`src/source/fifo_settings.svh`:
```
`ifndef FIFO_SETTINGS_SVH
`define FIFO_SETTINGS_SVH

// Memory address bits, depth is 2**FIFO_ADDR_WIDTH
`define FIFO_ADDR_WIDTH 4

// Bits per stored word
`define FIFO_DATA_WIDTH 8

// almost_empty while seen occupancy is below this count
`define FIFO_ALMOST_EMPTY_DIFF 4

// almost_full while seen occupancy is at least depth minus this count
`define FIFO_ALMOST_FULL_DIFF 4

`endif

```
`src/source/fifo_pkg.sv`:
```
`default_nettype none

`include "fifo_settings.svh"

package fifo_pkg;

    typedef logic [`FIFO_ADDR_WIDTH-1:0] addr_t;  // Memory address
    typedef logic [`FIFO_ADDR_WIDTH:0]   ptr_t;   // Pointer with wrap bit, binary or Gray
    typedef logic [`FIFO_DATA_WIDTH-1:0] data_t;  // One stored word

    // Binary to Gray, one bit flips per increment
    function automatic ptr_t bin_to_gray(input ptr_t bin);
        return (bin >> 1) ^ bin;
    endfunction

    function automatic ptr_t gray_to_bin(input ptr_t gray);
        ptr_t bin;
        bin[`FIFO_ADDR_WIDTH] = gray[`FIFO_ADDR_WIDTH];  // MSB passes straight
        for (int i = `FIFO_ADDR_WIDTH - 1; i >= 0; i--) begin
            bin[i] = bin[i + 1] ^ gray[i];  // Running XOR from the top
        end
        return bin;
    endfunction

endpackage

`default_nettype wire

```
`src/source/fifo_mem.sv`:
```
`timescale 1ns/1ps
`default_nettype none

`include "fifo_settings.svh"

module fifo_mem (
    input  wire             clk,
    input  wire             wr_en,       // Store write_data at wr_addr
    input  wire fifo_pkg::addr_t wr_addr,
    input  wire fifo_pkg::data_t write_data,
    input  wire fifo_pkg::addr_t rd_addr,     // Head of the FIFO
    output fifo_pkg::data_t read_data    // Show-ahead word
);

    localparam int depth = 1 << `FIFO_ADDR_WIDTH;  // Words in the array

    fifo_pkg::data_t mem [depth];  // Storage array

    always_ff @(posedge clk) begin
        if (wr_en) begin
            mem[wr_addr] <= write_data;  // One word per accepted write
        end
    end

    // Asynchronous read port, so the head word is visible without a pop
    assign read_data = mem[rd_addr];

endmodule

`default_nettype wire

```
`src/source/ptr_sync.sv`:
```
`timescale 1ns/1ps
`default_nettype none

`include "fifo_settings.svh"

module ptr_sync (
    input  wire             clk,
    input  wire             reset_n,
    input  wire fifo_pkg::ptr_t  ptr_in,   // Gray pointer from the far side
    output fifo_pkg::ptr_t  ptr_out   // Same pointer, two edges later
);

    fifo_pkg::ptr_t stage_1;  // First flop, may go metastable with a real second clock

    // Gray coding keeps this safe, only one bit moves per pointer step
    always_ff @(posedge clk) begin
        if (!reset_n) begin
            stage_1 <= '0;
            ptr_out <= '0;
        end else begin
            stage_1 <= ptr_in;   // Capture
            ptr_out <= stage_1;  // Settle
        end
    end

endmodule

`default_nettype wire

```
`src/source/fifo_wr_ptr.sv`:
```
`timescale 1ns/1ps
`default_nettype none

`include "fifo_settings.svh"

module fifo_wr_ptr (
    input  wire             clk,
    input  wire             reset_n,
    input  wire             write,         // Push strobe, dropped while full
    input  wire fifo_pkg::ptr_t  rd_ptr_sync,   // Read pointer after sync, Gray
    output logic            wr_en,         // Memory write enable
    output fifo_pkg::addr_t wr_addr,       // Memory write address, binary
    output fifo_pkg::ptr_t  wr_ptr,        // Write pointer to the read side, Gray
    output logic            full,
    output logic            almost_full
);

    // Occupancy limits in pointer width
    localparam fifo_pkg::ptr_t depth = fifo_pkg::ptr_t'(1 << `FIFO_ADDR_WIDTH);
    localparam fifo_pkg::ptr_t almost_full_level =
        depth - fifo_pkg::ptr_t'(`FIFO_ALMOST_FULL_DIFF);

    fifo_pkg::ptr_t wr_ptr_bin;        // Current write pointer, binary
    fifo_pkg::ptr_t wr_ptr_bin_next;   // Pointer after this edge
    fifo_pkg::ptr_t wr_ptr_gray_next;  // Gray form of the next pointer
    fifo_pkg::ptr_t rd_ptr_bin;        // Synchronized read pointer, binary
    fifo_pkg::ptr_t level_next;        // Occupancy as seen from this side
    logic           full_next;
    logic           almost_full_next;

    assign wr_en = write & ~full;  // Qualify the strobe

    assign wr_ptr_bin_next  = wr_ptr_bin + fifo_pkg::ptr_t'(wr_en);
    assign wr_ptr_gray_next = fifo_pkg::bin_to_gray(wr_ptr_bin_next);
    assign rd_ptr_bin       = fifo_pkg::gray_to_bin(rd_ptr_sync);

    // Wrap bit makes the difference exact modulo twice the depth
    assign level_next = wr_ptr_bin_next - rd_ptr_bin;

    assign full_next        = (level_next == depth);              // No room left
    assign almost_full_next = (level_next >= almost_full_level);  // Near the top

    // The read pointer lags here, so the flags err toward full
    always_ff @(posedge clk) begin
        if (!reset_n) begin
            wr_ptr_bin  <= '0;
            wr_ptr      <= '0;
            full        <= 1'b0;
            almost_full <= 1'b0;
        end else begin
            wr_ptr_bin  <= wr_ptr_bin_next;
            wr_ptr      <= wr_ptr_gray_next;  // Registered Gray for the sync
            full        <= full_next;
            almost_full <= almost_full_next;
        end
    end

    assign wr_addr = wr_ptr_bin[`FIFO_ADDR_WIDTH-1:0];  // Drop the wrap bit

endmodule

`default_nettype wire

```
`src/source/fifo_rd_ptr.sv`:
```
`timescale 1ns/1ps
`default_nettype none

`include "fifo_settings.svh"

module fifo_rd_ptr (
    input  wire             clk,
    input  wire             reset_n,
    input  wire             read,          // Pop strobe, dropped while empty
    input  wire fifo_pkg::ptr_t  wr_ptr_sync,   // Write pointer after sync, Gray
    output fifo_pkg::addr_t rd_addr,       // Memory read address, binary
    output fifo_pkg::ptr_t  rd_ptr,        // Read pointer to the write side, Gray
    output logic            empty,
    output logic            almost_empty
);

    localparam fifo_pkg::ptr_t almost_empty_level =
        fifo_pkg::ptr_t'(`FIFO_ALMOST_EMPTY_DIFF);  // Threshold in pointer width

    fifo_pkg::ptr_t rd_ptr_bin;        // Current read pointer, binary
    fifo_pkg::ptr_t rd_ptr_bin_next;   // Pointer after this edge
    fifo_pkg::ptr_t rd_ptr_gray_next;  // Gray form of the next pointer
    fifo_pkg::ptr_t wr_ptr_bin;        // Synchronized write pointer, binary
    fifo_pkg::ptr_t level_next;        // Occupancy as seen from this side
    logic           rd_en;             // Accepted pop
    logic           empty_next;
    logic           almost_empty_next;

    assign rd_en = read & ~empty;

    assign rd_ptr_bin_next  = rd_ptr_bin + fifo_pkg::ptr_t'(rd_en);
    assign rd_ptr_gray_next = fifo_pkg::bin_to_gray(rd_ptr_bin_next);
    assign wr_ptr_bin       = fifo_pkg::gray_to_bin(wr_ptr_sync);

    assign level_next = wr_ptr_bin - rd_ptr_bin_next;  // Modulo twice the depth

    // Equal Gray pointers, wrap bit included, mean nothing to read
    assign empty_next        = (rd_ptr_gray_next == wr_ptr_sync);
    assign almost_empty_next = (level_next < almost_empty_level);

    // Writes arrive late through the sync, so the flags err toward empty
    always_ff @(posedge clk) begin
        if (!reset_n) begin
            rd_ptr_bin   <= '0;
            rd_ptr       <= '0;
            empty        <= 1'b1;  // Nothing stored after reset
            almost_empty <= 1'b1;
        end else begin
            rd_ptr_bin   <= rd_ptr_bin_next;
            rd_ptr       <= rd_ptr_gray_next;  // Registered Gray for the sync
            empty        <= empty_next;
            almost_empty <= almost_empty_next;
        end
    end

    assign rd_addr = rd_ptr_bin[`FIFO_ADDR_WIDTH-1:0];  // Head slot

endmodule

`default_nettype wire

```
`src/source/async_fifo.sv`:
```
`timescale 1ns/1ps
`default_nettype none

`include "fifo_settings.svh"

module async_fifo (
    input  wire             clk,
    input  wire             reset_n,
    input  wire             write,         // Push strobe
    input  wire fifo_pkg::data_t write_data,
    input  wire             read,          // Pop strobe
    output wire             full,
    output wire             almost_full,
    output wire fifo_pkg::data_t read_data,     // Head word, valid while not empty
    output wire             empty,
    output wire             almost_empty
);

    wire             wr_en;
    wire fifo_pkg::addr_t wr_addr;
    wire fifo_pkg::addr_t rd_addr;
    wire fifo_pkg::ptr_t  wr_ptr;       // Gray, write side
    wire fifo_pkg::ptr_t  rd_ptr;       // Gray, read side
    wire fifo_pkg::ptr_t  wr_ptr_sync;  // Write pointer seen by the read side
    wire fifo_pkg::ptr_t  rd_ptr_sync;  // Read pointer seen by the write side

    fifo_mem fifo_mem_inst (
        .clk        (clk),
        .wr_en      (wr_en),
        .wr_addr    (wr_addr),
        .write_data (write_data),
        .rd_addr    (rd_addr),
        .read_data  (read_data)
    );

    fifo_wr_ptr fifo_wr_ptr_inst (
        .clk         (clk),
        .reset_n     (reset_n),
        .write       (write),
        .rd_ptr_sync (rd_ptr_sync),
        .wr_en       (wr_en),
        .wr_addr     (wr_addr),
        .wr_ptr      (wr_ptr),
        .full        (full),
        .almost_full (almost_full)
    );

    // Write pointer into the read side
    ptr_sync wr_sync_inst (
        .clk     (clk),
        .reset_n (reset_n),
        .ptr_in  (wr_ptr),
        .ptr_out (wr_ptr_sync)
    );

    // Read pointer into the write side
    ptr_sync rd_sync_inst (
        .clk     (clk),
        .reset_n (reset_n),
        .ptr_in  (rd_ptr),
        .ptr_out (rd_ptr_sync)
    );

    fifo_rd_ptr fifo_rd_ptr_inst (
        .clk          (clk),
        .reset_n      (reset_n),
        .read         (read),
        .wr_ptr_sync  (wr_ptr_sync),
        .rd_addr      (rd_addr),
        .rd_ptr       (rd_ptr),
        .empty        (empty),
        .almost_empty (almost_empty)
    );

endmodule

`default_nettype wire

```
`config.mk`:
```
export PLATFORM = sky130hd
export DESIGN_NAME = async_fifo
export DESIGN_NICKNAME = d
export VERILOG_FILES = /design/src/source/fifo_pkg.sv /design/src/source/fifo_mem.sv /design/src/source/ptr_sync.sv /design/src/source/fifo_wr_ptr.sv /design/src/source/fifo_rd_ptr.sv /design/src/source/async_fifo.sv
export VERILOG_INCLUDE_DIRS = /design/src /design/src/source
export SDC_FILE = /design/constraint.sdc
export NUM_CORES = 1
export LEC_CHECK = 0
export ABC_AREA = 1
export BUFFER_PORTS_ARGS = -buffer_cell sky130_fd_sc_hd__clkbuf_2
export CORE_MARGIN = 2
export CORE_UTILIZATION = 50
export CTS_CLUSTER_DIAMETER = 30
export CTS_CLUSTER_SIZE = 12
export DETAILED_ROUTE_END_ITERATION = 8
export PLACE_DENSITY = 0.73
export SETUP_SLACK_MARGIN = 0.2
export SLEW_MARGIN = 20
export SYNTH_ARGS = -nofsm -noshare
export SYNTH_HDL_FRONTEND = slang
export SYNTH_SLANG_ARGS = --single-unit
```
`constraint.sdc`:
```
create_clock -name clk -period 4.8 [get_ports clk]
set_input_delay 0.72 -clock clk [delete_from_list [all_inputs] [get_ports clk]]
set_output_delay 0.72 -clock clk [all_outputs]
set_load 0.01 [all_outputs]
```
==> results.txt <==
CP cell instances: buf_4 > inv_1 > o211ai_1 > o211ai_1 > nand2_1 > clkbuf_2
Slowest stage cell on the critical path: inv_1
Synth cell types: 30
Final Cycle Share: 0.6518
Layout cells sized above 1: 0.1072
Synth Area per Inst: 11.89 um^2
Clock Path Buffers: 2
DRC Markers: 0
Clock root buffer: clkbuf_16
GPL Wtd Cong: 0.8687
Design Power: 0.003160 W
Later-pin clock latency in the skew report: 0.42 ns
Synth Flop Type: edfxtp_1
Pwr dens: 399.8 nW/um^2
#FFs+latches synth: 170
Initial DRC Count: 527
Critical path startpoint category: register
Setup repair bufs after CTS: 0
Worst setup margin: 1.671 ns
Post-DP HPWL: 8757 um
CTS buffer count: 17
RSZ-0062 raised after global routing: false
Fin nets: 635
Leakage: 3.010 nW
Most frequent CP cell: o211ai_1
Pins over their slew limit: 0
CP Class: register to primary output
Antenna Nets Post-Route: 0
Leading post-synthesis cells by cell area: edfxtp_1 (55%), dfxtp_1 (12%), mux2i_1 (4.5%)
Final setup fails: 0
Hold WC Path Type: register to register
Wire per inst: 17.12 um
Mapped Cells: 593
Post-synth ARST share: 0
Dpl cells: 772
H-tree depth: 4
Routed wire length: 13780 um
Netlist Area Pre-Place: 7051 um^2
Synth Net Count: 616
Total vias in the final route: 4308
Hold Vio Cnt, Final: 0
Largest vdd supply drop: 0.2935 mV
Initial antenna violation count: 0
Vias in the first global route: 4173
Initial Utilization: 0.5099
Post-CTS resize count: 0
Pin count of the biggest net entering global routing: 98
Seq/Total Area, Yosys: 0.6644
Worst-path clk slew: 0.06 ns
Clock sink count: 170
Status: finished clean
Fmax: 0.3196 GHz
Layout area overhead: 12.09%
Post-DR vias/cell: 5.352
First-pass GRT wire length: 21570 um
Area leader, netlist: edfxtp_1
Row count: 43
CTS tree: built
CORE AREA: 13830 um^2
Most frequent cell after synthesis: edfxtp_1
Critical Path Max Stage Delay: 0.54 ns
Die height: 122.7 um
Post-Route Skew: 0.006810 ns
Yosys Warn Count: 0
Die width: 122.7 um
# fillers: 1121
Sequential Area: 4688 um^2
Post-synth EDFFs: 128
Boundary Pins: 24
CP required: 4.08 ns
Non-filler cells, final: 805
Grt ovf: 0
Max-cap viol count: 0
Antenna fix cells: 0
First-pass DRT Iterations: 5
Max-slew headroom: 0.3628
Critical Path End Type: primary output
Worst path arrival time: 2.41 ns
Port Buffers: 23
CP Max Fanout: 35
Post-Place Setup Slack: 2.026 ns
Die area: 15070 um^2
Area of the multi-input gates: 1927 um^2
Final core occ: 0.5715
Hold_buf cts: 0
Worst Max-Slew Pin Slew: 0.9523 ns
Top cells by count, synth: edfxtp_1 (128), inv_1 (84), nand2_1 (63)
Area share of the largest cell type after synthesis: 0.5452
Tmin final: 3.129 ns
Final setup TNS: 0 ns
All-layer global routing usage: 0.1936
## registers in the layout, summed over array words and instances (netlist names)
signal	count
fifo_mem_inst.mem	128
fifo_rd_ptr_inst.rd_ptr_bin	5
fifo_wr_ptr_inst.wr_ptr_bin	5
rd_sync_inst.ptr_out	5
rd_sync_inst.stage_1	5
wr_sync_inst.ptr_out	5
wr_sync_inst.stage_1	5
fifo_rd_ptr_inst.rd_ptr	4
fifo_wr_ptr_inst.wr_ptr	4
fifo_rd_ptr_inst.almost_empty	1
fifo_rd_ptr_inst.empty	1
fifo_wr_ptr_inst.almost_full	1
fifo_wr_ptr_inst.full	1
## cells in the final DEF (no fill, tap or decap)
cell type	Yosys	final
edfxtp_1	128	128
inv_1	84	84
nand2_1	63	63
o21ai_0	44	44
dfxtp_1	42	41
nor2_1	36	36
a21oi_1	36	36
mux2i_1	32	32
o211ai_1	32	32
clkbuf_2	0	23
nand3_1	22	22
clkbuf_16	0	17
xor2_1	11	11
ha_1	10	10
xnor2_1	7	7
xor2_2	4	4
nand3b_1	4	4
bufinv_16	0	3
clkinv_2	0	3
clkinvlp_4	0	3
xnor2_2	2	2
nand2_2	2	2
clkinv_1	0	2
clkbuf_1	11	2
clkinv_4	0	2
buf_4	2	2
or2_1	1	1
a31o_2	1	1
nor2_2	1	1
inv_2	1	1
nand4_1	1	1
o21ai_2	1	1
nor3_1	1	1
fa_1	1	1
dfxtp_4	0	1
buf_16	0	1
## cell families after synthesis
| family | count (synthesis) | synth area share |
|---|---|---|
| fa+ha+maj | 11 | 0.02059 |
| buf+inv | 111 | 0.06229 |
| simple gates | 131 | 0.07773 |
| compound gates | 114 | 0.09334 |
| xor+xnor | 24 | 0.03620 |
| flops | 170 | 0.6644 |
| mux | 32 | 0.04543 |
## cell type report
class,instances,share of cell area
Clock inverter,13,0.01932
Multi-Input combinational cell,312,0.2438
Inverter,85,0.04037
Timing Repair Buffer,26,0.01995
Sequential cell,170,0.5933
Tap cell,180,0.02850
Clock buffer,19,0.05478
## critical path: cells and delay by family, from the launching register on
kind                   cells  cell delay [ns]
buffers and inverters      3             1.04
flip-flops                 1             0.31
AND/OR/NAND/NOR            1             0.08
AO/OA/AOI/OAI              2             0.54
## stage by stage
step	area (um^2)	hold WS [ns]
after floorplan	7051	0.3864
after global placement	7289	0.3980
after detailed placement	7289	0.4019
after CTS	7875	0.4160
after global routing	7903	0.4355
final	7903	0.4129
## layer usage
layer  vias to the layer above  GRT usage  wire length, um
li1                       2071          -                -
met1                      2088     0.2487             5944
met2                       125     0.3208             6851
met3                        24    0.04461              763
met4                         0    0.07184              221
met5                         -          0                0
## report_power, final
group	switching [W]	leakage, nW	internal [W]	total [W]
Combinational	0.000123	1.24	0.0000729	0.000196
Sequential	0.0000168	1.50	0.00161	0.00162
Clock	0.000528	0.278	0.000812	0.00134
## final timing paths
kind                                                     start  cells after the start  slack (ns)                       to
worst max-delay path            fifo_rd_ptr_inst.rd_ptr_bin[1]                      6        1.67             read_data[6]
worst min-delay path                fifo_rd_ptr_inst.rd_ptr[3]                      2        0.41  rd_sync_inst.stage_1[3]
worst max register to register         rd_sync_inst.ptr_out[4]                     13        2.22    fifo_wr_ptr_inst.full
worst min register to register      fifo_rd_ptr_inst.rd_ptr[3]                      2        0.41  rd_sync_inst.stage_1[3]
No activity file was read; power rests on OpenSTA's default activity.
